--- src/include/dm_cfg.svh ---
// data-mover test configuration with bus widths, buffer size and gpio start defaults
`ifndef DM_CFG_SVH
`define DM_CFG_SVH

// word address width on both wishbone ports
`define DM_ADDR_W 32

// data word width, upper half address and lower half its inverse
`define DM_DATA_W 64

// run length in words, up to 511 so a run can overrun the buffer
`define DM_LEN_W 9

// buffer index width, only these low address bits are decoded
`define DM_BUF_AW 8
`define DM_BUF_DEPTH (1 << `DM_BUF_AW)

// run launched by a gpio rising edge
`define DM_GPIO_LEN 128
`define DM_GPIO_ADDR 32'h3000_0000

`endif

--- src/hw/dm_test_pkg.sv ---
// data-mover test control types, fsm states and the expected pattern function
`include "dm_cfg.svh"

package dm_test_pkg;

    // run length in words
    typedef logic [`DM_LEN_W-1:0] dm_len_t;

    // mismatch count, never more than one run length
    typedef logic [`DM_LEN_W-1:0] dm_err_cnt_t;

    // producer fsm
    typedef enum logic [1:0] {
        WR_IDLE,        // waiting for a start edge
        WR_WRITE,       // pattern writes in flight
        WR_WAIT_CHECK   // readback running in the checker
    } wr_state_e;

    // consumer fsm
    typedef enum logic {
        RD_IDLE,
        RD_READ
    } rd_state_e;

    // expected word for a word address
    function automatic logic [`DM_DATA_W-1:0] dm_pattern(input logic [`DM_ADDR_W-1:0] adr);
        return {adr, ~adr};
    endfunction

endpackage

--- src/hw/wb_bus_pkg.sv ---
// wishbone classic bus types shared by the buffer ports and their masters
`include "dm_cfg.svh"

package wb_bus_pkg;

    // word address, one step per 64-bit word
    typedef logic [`DM_ADDR_W-1:0] wb_adr_t;

    // data word, full words only so no select lanes
    typedef logic [`DM_DATA_W-1:0] wb_dat_t;

endpackage

--- src/hw/dm_pattern_writer.sv ---
// pattern writer that detects start edges, latches the run and writes the buffer
`timescale 1ns/1ns
`include "dm_cfg.svh"

module dm_pattern_writer (
    input  logic                 i_clk_80,
    input  logic                 i_rst_80,
    input  logic                 i_start,       // host start level
    input  logic                 i_gpio,        // gpio start level
    input  dm_test_pkg::dm_len_t i_length,
    input  wb_bus_pkg::wb_adr_t  i_start_addr,
    input  logic                 i_wr_ack,
    input  logic                 i_check_done,  // checker finished the readback
    output logic                 o_wr_cyc,
    output logic                 o_wr_stb,
    output wb_bus_pkg::wb_adr_t  o_wr_adr,
    output wb_bus_pkg::wb_dat_t  o_wr_dat,
    output logic                 o_go,          // launches the readback
    output wb_bus_pkg::wb_adr_t  o_run_addr,
    output dm_test_pkg::dm_len_t o_run_len,
    output logic                 o_busy
);
    import dm_test_pkg::*;
    import wb_bus_pkg::*;

    wr_state_e state;
    logic      start_q;     // previous host level
    logic      gpio_q;      // previous gpio level
    logic      host_p;      // registered host edge
    logic      gpio_p;      // registered gpio edge
    logic      start_ok;
    dm_len_t   words_left;
    dm_len_t   new_len;
    wb_adr_t   new_addr;
    wb_adr_t   wr_adr_nxt;

    always_ff @(posedge i_clk_80) begin
        if (i_rst_80) begin
            start_q <= 1'b0;
            gpio_q  <= 1'b0;
            host_p  <= 1'b0;
            gpio_p  <= 1'b0;
        end else begin
            start_q <= i_start;
            gpio_q  <= i_gpio;
            host_p  <= i_start & ~start_q;  // rising edges only
            gpio_p  <= i_gpio & ~gpio_q;
        end
    end

    // busy drops in the same cycle as the checker's done pulse
    assign o_busy   = (state != WR_IDLE) && !((state == WR_WAIT_CHECK) && i_check_done);
    assign start_ok = (host_p | gpio_p) & ~o_busy;     // edges during a run are dropped
    assign new_len  = gpio_p ? dm_len_t'(`DM_GPIO_LEN) : i_length;  // gpio wins on a tie
    assign new_addr = gpio_p ? wb_adr_t'(`DM_GPIO_ADDR) : i_start_addr;
    assign wr_adr_nxt = o_wr_adr + wb_adr_t'(1);

    always_ff @(posedge i_clk_80) begin
        if (i_rst_80) begin
            state      <= WR_IDLE;
            o_wr_cyc   <= 1'b0;
            o_wr_stb   <= 1'b0;
            o_go       <= 1'b0;
            words_left <= '0;
        end else begin
            o_go <= 1'b0;                   // single-cycle pulse
            case (state)
                WR_WRITE: begin
                    if (i_wr_ack) begin
                        if (words_left == dm_len_t'(1)) begin
                            o_wr_cyc <= 1'b0;   // last word acked
                            o_wr_stb <= 1'b0;
                            o_go     <= 1'b1;
                            state    <= WR_WAIT_CHECK;
                        end else begin
                            words_left <= words_left - dm_len_t'(1);
                        end
                    end
                end
                WR_WAIT_CHECK: begin
                    if (i_check_done) begin
                        state <= WR_IDLE;
                    end
                end
                default: begin
                end
            endcase
            if (start_ok) begin
                words_left <= new_len;
                if (new_len == '0) begin
                    o_go  <= 1'b1;          // nothing to write, straight to readback
                    state <= WR_WAIT_CHECK;
                end else begin
                    o_wr_cyc <= 1'b1;
                    o_wr_stb <= 1'b1;
                    state    <= WR_WRITE;
                end
            end
        end
    end

    // run parameters and bus payload
    always_ff @(posedge i_clk_80) begin
        if (start_ok) begin
            o_run_addr <= new_addr;
            o_run_len  <= new_len;
            o_wr_adr   <= new_addr;
            o_wr_dat   <= dm_pattern(new_addr);
        end else if ((state == WR_WRITE) && i_wr_ack) begin
            o_wr_adr <= wr_adr_nxt;         // next word presented right after ack
            o_wr_dat <= dm_pattern(wr_adr_nxt);
        end
    end

    a_stb_in_cyc: assert property (@(posedge i_clk_80) disable iff (i_rst_80)
        o_wr_stb |-> o_wr_cyc);

    // address held until the buffer acks
    a_adr_hold: assert property (@(posedge i_clk_80) disable iff (i_rst_80)
        (o_wr_stb && !i_wr_ack) |=> $stable(o_wr_adr));

endmodule

--- config.mk ---
export PLATFORM = sky130hd
export DESIGN_NAME = dm_pattern_writer
export DESIGN_NICKNAME = d
export VERILOG_FILES = /design/src/hw/dm_test_pkg.sv /design/src/hw/wb_bus_pkg.sv /design/src/hw/dm_pattern_writer.sv
export VERILOG_INCLUDE_DIRS = /design/src /design/src/include
export SDC_FILE = /design/constraint.sdc
export NUM_CORES = 1
export LEC_CHECK = 0
export BUFFER_PORTS_ARGS = -buffer_cell sky130_fd_sc_hd__clkbuf_2
export CAP_MARGIN = 20
export CORE_UTILIZATION = 51
export DETAILED_ROUTE_END_ITERATION = 10
export HOLD_SLACK_MARGIN = 0.08
export MAX_ROUTING_LAYER = met4
export PLACE_DENSITY = 0.83
export SLEW_MARGIN = 30
export SYNTH_ARGS = -nofsm -noshare
export SYNTH_HDL_FRONTEND = slang
export SYNTH_SLANG_ARGS = --single-unit
--- constraint.sdc ---
create_clock -name i_clk_80 -period 4.01 [get_ports i_clk_80]
set_clock_uncertainty 0.15 [all_clocks]
set_input_delay 0.6015 -clock i_clk_80 [delete_from_list [all_inputs] [get_ports i_clk_80]]
set_output_delay 0.6015 -clock i_clk_80 [all_outputs]
set_load 0.005 [all_outputs]
After elaboration in Yosys (flattened, before gate mapping):

Cells that the tools add are included.

* register bits: 155
* logic and storage cells: 74

* $add $sub $neg: 2
* equal/unequal tests: 7
* mux-type cells: 31
* bitwise operators: 9
* reduce and logical (&&, ||, !) cells: 12

Operators by type and width (number)
* 64-bit two-way mux: 2
* 32-bit two-way mux: 3
* 32-bit inverter: 2
* 9-bit two-way mux: 5
* 32-bit by 1-bit adder with 32-bit output (second input constant): 1
* 1-bit two-way mux: 15
* 2-bit two-way mux: 5
* 9-bit by 1-bit equality test with 1-bit output (second input constant): 1
* 9-bit zero test: 1
* 3-bit inequality test (second input constant): 3
* 9-bit by 1-bit subtractor with 9-bit output (second input constant): 1
* 2-bit nonzero test: 4
* 2-bit one-hot mux with 2 select lines: 1
* 4-bit AND reduction: 1
* 1-bit bitwise AND: 3
* 1-bit logical AND: 3
* 1-bit inverter: 3
* 3-bit AND reduction: 1
* 3-bit nonzero test: 1
* 2-bit by 1-bit equality test with 1-bit output (second input constant): 1
* 2-bit equality test (second input constant): 1
* 2-bit inequality test (second input constant): 1
* 1-bit zero test: 1
* 1-bit bitwise OR: 1

Logic depth before layout (Yosys ltp):

* depth in word-level cells: 8
* mapped depth: 7
* depth with buffers taken out: 7

Worst setup path before layout:

OpenSTA, ideal clock, no wires.

* kind: in2reg
* from: in i_check_done
* to: reg o_wr_adr[0], enable pin
* setup time: 0.693 ns
* arrival time: 2.546 ns
* setup slack: 0.621 ns
* stages on the path: 5
* path buffers: 2
* cells stage by stage: inv_1 a211o_1 buf_1 buf_1 nand2_1

* longest elaborated chain between the ends: 6

Ends and longest elaborated chain
* start, declared: line dm_pattern_writer.sv:13 `input logic i_check_done,`
* 1-bit logical AND: line dm_pattern_writer.sv:52 `assign o_busy = (state != WR_IDLE) && !((state == WR_WAIT_CHECK) && i_check_done);`
* 1-bit zero test: line dm_pattern_writer.sv:52
* 1-bit logical AND: line dm_pattern_writer.sv:52
* 1-bit inverter: line dm_pattern_writer.sv:53 `assign start_ok = (host_p | gpio_p) & ~o_busy;`
* 1-bit bitwise AND: line dm_pattern_writer.sv:53
* 2-bit nonzero test (no source line)
* end signal, assigned: line dm_pattern_writer.sv:107 `o_wr_adr <= new_addr;`
* end signal, assigned: line dm_pattern_writer.sv:110 `o_wr_adr <= wr_adr_nxt;`
* end, declared: line dm_pattern_writer.sv:16 `output wb_bus_pkg::wb_adr_t o_wr_adr,`

No other way between the ends.
A chain may end at the register's enable or synchronous reset.

Worst setup path after layout:

* from: reg o_wr_adr[0]
* to: reg o_wr_adr[24] (data pin)

* longest elaborated chain between the ends: 3

Ends and longest elaborated chain
* 32-bit by 1-bit adder with 32-bit output: line dm_pattern_writer.sv:56 `assign wr_adr_nxt = o_wr_adr + wb_adr_t'(1);`
* 32-bit two-way mux: line dm_pattern_writer.sv:109 `end else if ((state == WR_WRITE) && i_wr_ack) begin`
* 32-bit two-way mux: line dm_pattern_writer.sv:104 `if (start_ok) begin`

No other way between the ends. The select of a mux whose other input is x is not followed.

==> out/qor.csv <==
metric,value,unit
h-tree-depth,4,
crit_chain,ha_1 > and3_1 > nand4_2 > nor3_1 > xnor2_1 > o21ai_0,
p_leak,0.00296,uW
core-area,0.0108,sq mm
portBuffers,187,
worst_pin_slew,0.725,ns
synth_top_area_cell,edfxtp_1,
period_share,60.9,%
die_w,107,um
netlist_top_cells_count,"105 x edfxtp_1, 42 x nor2b_1, 40 x nor2_1, 32 x buf_4, 28 x nand2_1",
synth_edf_count,105,
clock_latency,0.51,ns
worstSetupPathType,reg -> reg,
grt_max_degree,75,
ys_types,46,
synth_most_common_cell,edfxtp_1,
holdCritPathClass,in -> reg,
worstSetupEndpoint,o_wr_adr[24],
cp-startpoint,o_wr_adr[0],
syn_to_final_growth,23.3,%
peakVddDrop,0.000252,V
synthTopCellsByArea,"edfxtp_1 56%, dfxtp_1 6.4%, nor2b_1 4.6%",
outcome,completed,
routabilityCongestion,0.876,
grt_pass1_vias,3945,
tns,0,ns
ys.flop_type,edfxtp_1,
clk_pin_slew,0.05,ns
synth_nets,529,
synth_area,0.00567,sq mm
dieHeight,107,um
clock.fmax,409,MHz
synth_cells,479,
start_kind,flop,
r2r_cells,6,
cts_setup_buffers,0,
synth_top_area_share,55.6,%
drcViolationCount,0,
setup_viol,0,
cap_viol_max_count,0,
layout-drive-gt1-share,35.2,%
clock_sink_count,123,
worst-path-buf-inv,0,
dp.final_hpwl,8640,um
antenna_found_initial,0,
ant_nets,0,
maxSlewHeadroom,51.6,%
wl_per_cell,15.8,um
die_area,0.0115,sq mm
ctsHoldBuffers,0,
critPathTopFamily,simple AND/OR/NAND/NOR gates,
vias,4175,
critical-path-max-stage-delay,0.47,ns
cp_slowest_cell,edfxtp_1,
finalWirelength,12400,um
finalCriticalPeriod,2.44,ns
grt_use_total,22.8,%
yosysSeqAreaShare,61.9,%
diodes,0,
grt_overflow_total,0,
finalNonFillerCells,790,
first_pass_iters,5,
cts_made_buffers,17,
cts_resized,0,
cts_root_buf,clkbuf_8,
crit_fanout,8,
path_depth,6,
final_util,64.5,%
hold_viol_final,0,
rsz0062_at_grt,false,
start_util,52.3,%
end_kind,flop,
final_nets,691,
fp-row-count,38,
clock_path_buffers,2,
syn_area_per_cell,11.8,sq um
slew_viol_final,0,
synth-warning-count,0,
vias_per_cell,5.28,
async_flop_share,0,%
top_level_ports,188,
rrSetupSlack,1.57,ns
placed_cells,762,
cts_tree,built,
drtIter0Drc,204,
synth-seq-cells,123,
required,4.08,ns
arrival,2.52,ns
rr_endpoint,o_wr_adr[24],
grt_pass1_wl,19100,um
regToRegStartpoint,o_wr_adr[0],
cellPowerDensity,493,mW/mm^2
## report_power, final
part           total, uW  internal (uW)  switching [uW]
Sequential          1690           1580             106
Clock               1210            732             481
Combinational        543            246             296
## registers in the layout, indices dropped and copies added (netlist names)
register    count
o_run_len       9
gpio_p          1
o_run_addr     32
o_wr_cyc        1
o_wr_dat       32
host_p          1
o_wr_stb        1
o_wr_adr       32
start_q         1
words_left      9
state           2
gpio_q          1
o_go            1
## logic make-up after synthesis
kind of cell / share of synthesized area (%)
xor+xnor: 4.79
flops: 61.9
buf+inv: 6.79
fa+ha+maj: 0.662
compound gates: 8.73
mux: 0.176
simple gates: 16.9
## cell usage in the layout (no fill, tap or decap), types with 4 or more instances in the layout
master | Yosys | final
clkbuf_2 | 0 | 187
edfxtp_1 | 105 | 105
nor2b_1 | 42 | 42
nor2_1 | 40 | 40
nand2_1 | 28 | 27
a21o_1 | 24 | 24
xnor2_1 | 23 | 23
a21oi_1 | 22 | 22
inv_1 | 21 | 20
dfxtp_1 | 18 | 17
clkbuf_16 | 0 | 16
nand3_1 | 14 | 14
nor3_1 | 14 | 14
o21ai_0 | 10 | 10
xor2_1 | 8 | 8
o21a_1 | 8 | 8
and4_1 | 5 | 5
nand4_1 | 5 | 5
clkbuf_1 | 10 | 5
nor4_1 | 4 | 4
clkinv_2 | 0 | 4
buf_4 | 32 | 4
## per-layer routing
metal  vias up  GRT usage [%]  wire (um)
li1       1999              -          -
met1      2005           26.6       5290
met2       157           37.3       6340
met3        14           6.23        652
met4         0           9.10        163
met5         -              -          0
## area by class of cell
class,instances,area [sq um]
inverter,21,78.8
tap,140,175
timing repair buffer,192,986
multi-input combinational,286,1780
clock inverter,6,27.5
clock buffer,22,433
fill,844,3850
sequential,123,3510
## worst min-delay path by stage
stage | start | end | cells past startpoint
floorplan | gpio_q | gpio_p | 1
global placement | gpio_q | gpio_p | 1
detailed placement | gpio_q | gpio_p | 1
CTS | i_start | start_q | 2
global route | i_start | start_q | 2
finish | i_start | start_q | 2
## stage by stage
stage / hold slack, ns / total power (uW) / area, sq um / setup slack (ns)
2_1_floorplan: 0.217 / 2040 / 5670 / 0.621
3_3_place_gp: 0.217 / 2230 / 6530 / 1.47
3_5_place_dp: 0.215 / 2250 / 6530 / 1.45
4_1_cts: 0.172 / 3460 / 6990 / 1.57
5_1_grt: 0.163 / 3600 / 6990 / 1.34
6_report: 0.179 / 3440 / 6990 / 1.57
No activity file was read; power rests on OpenSTA's default activity.
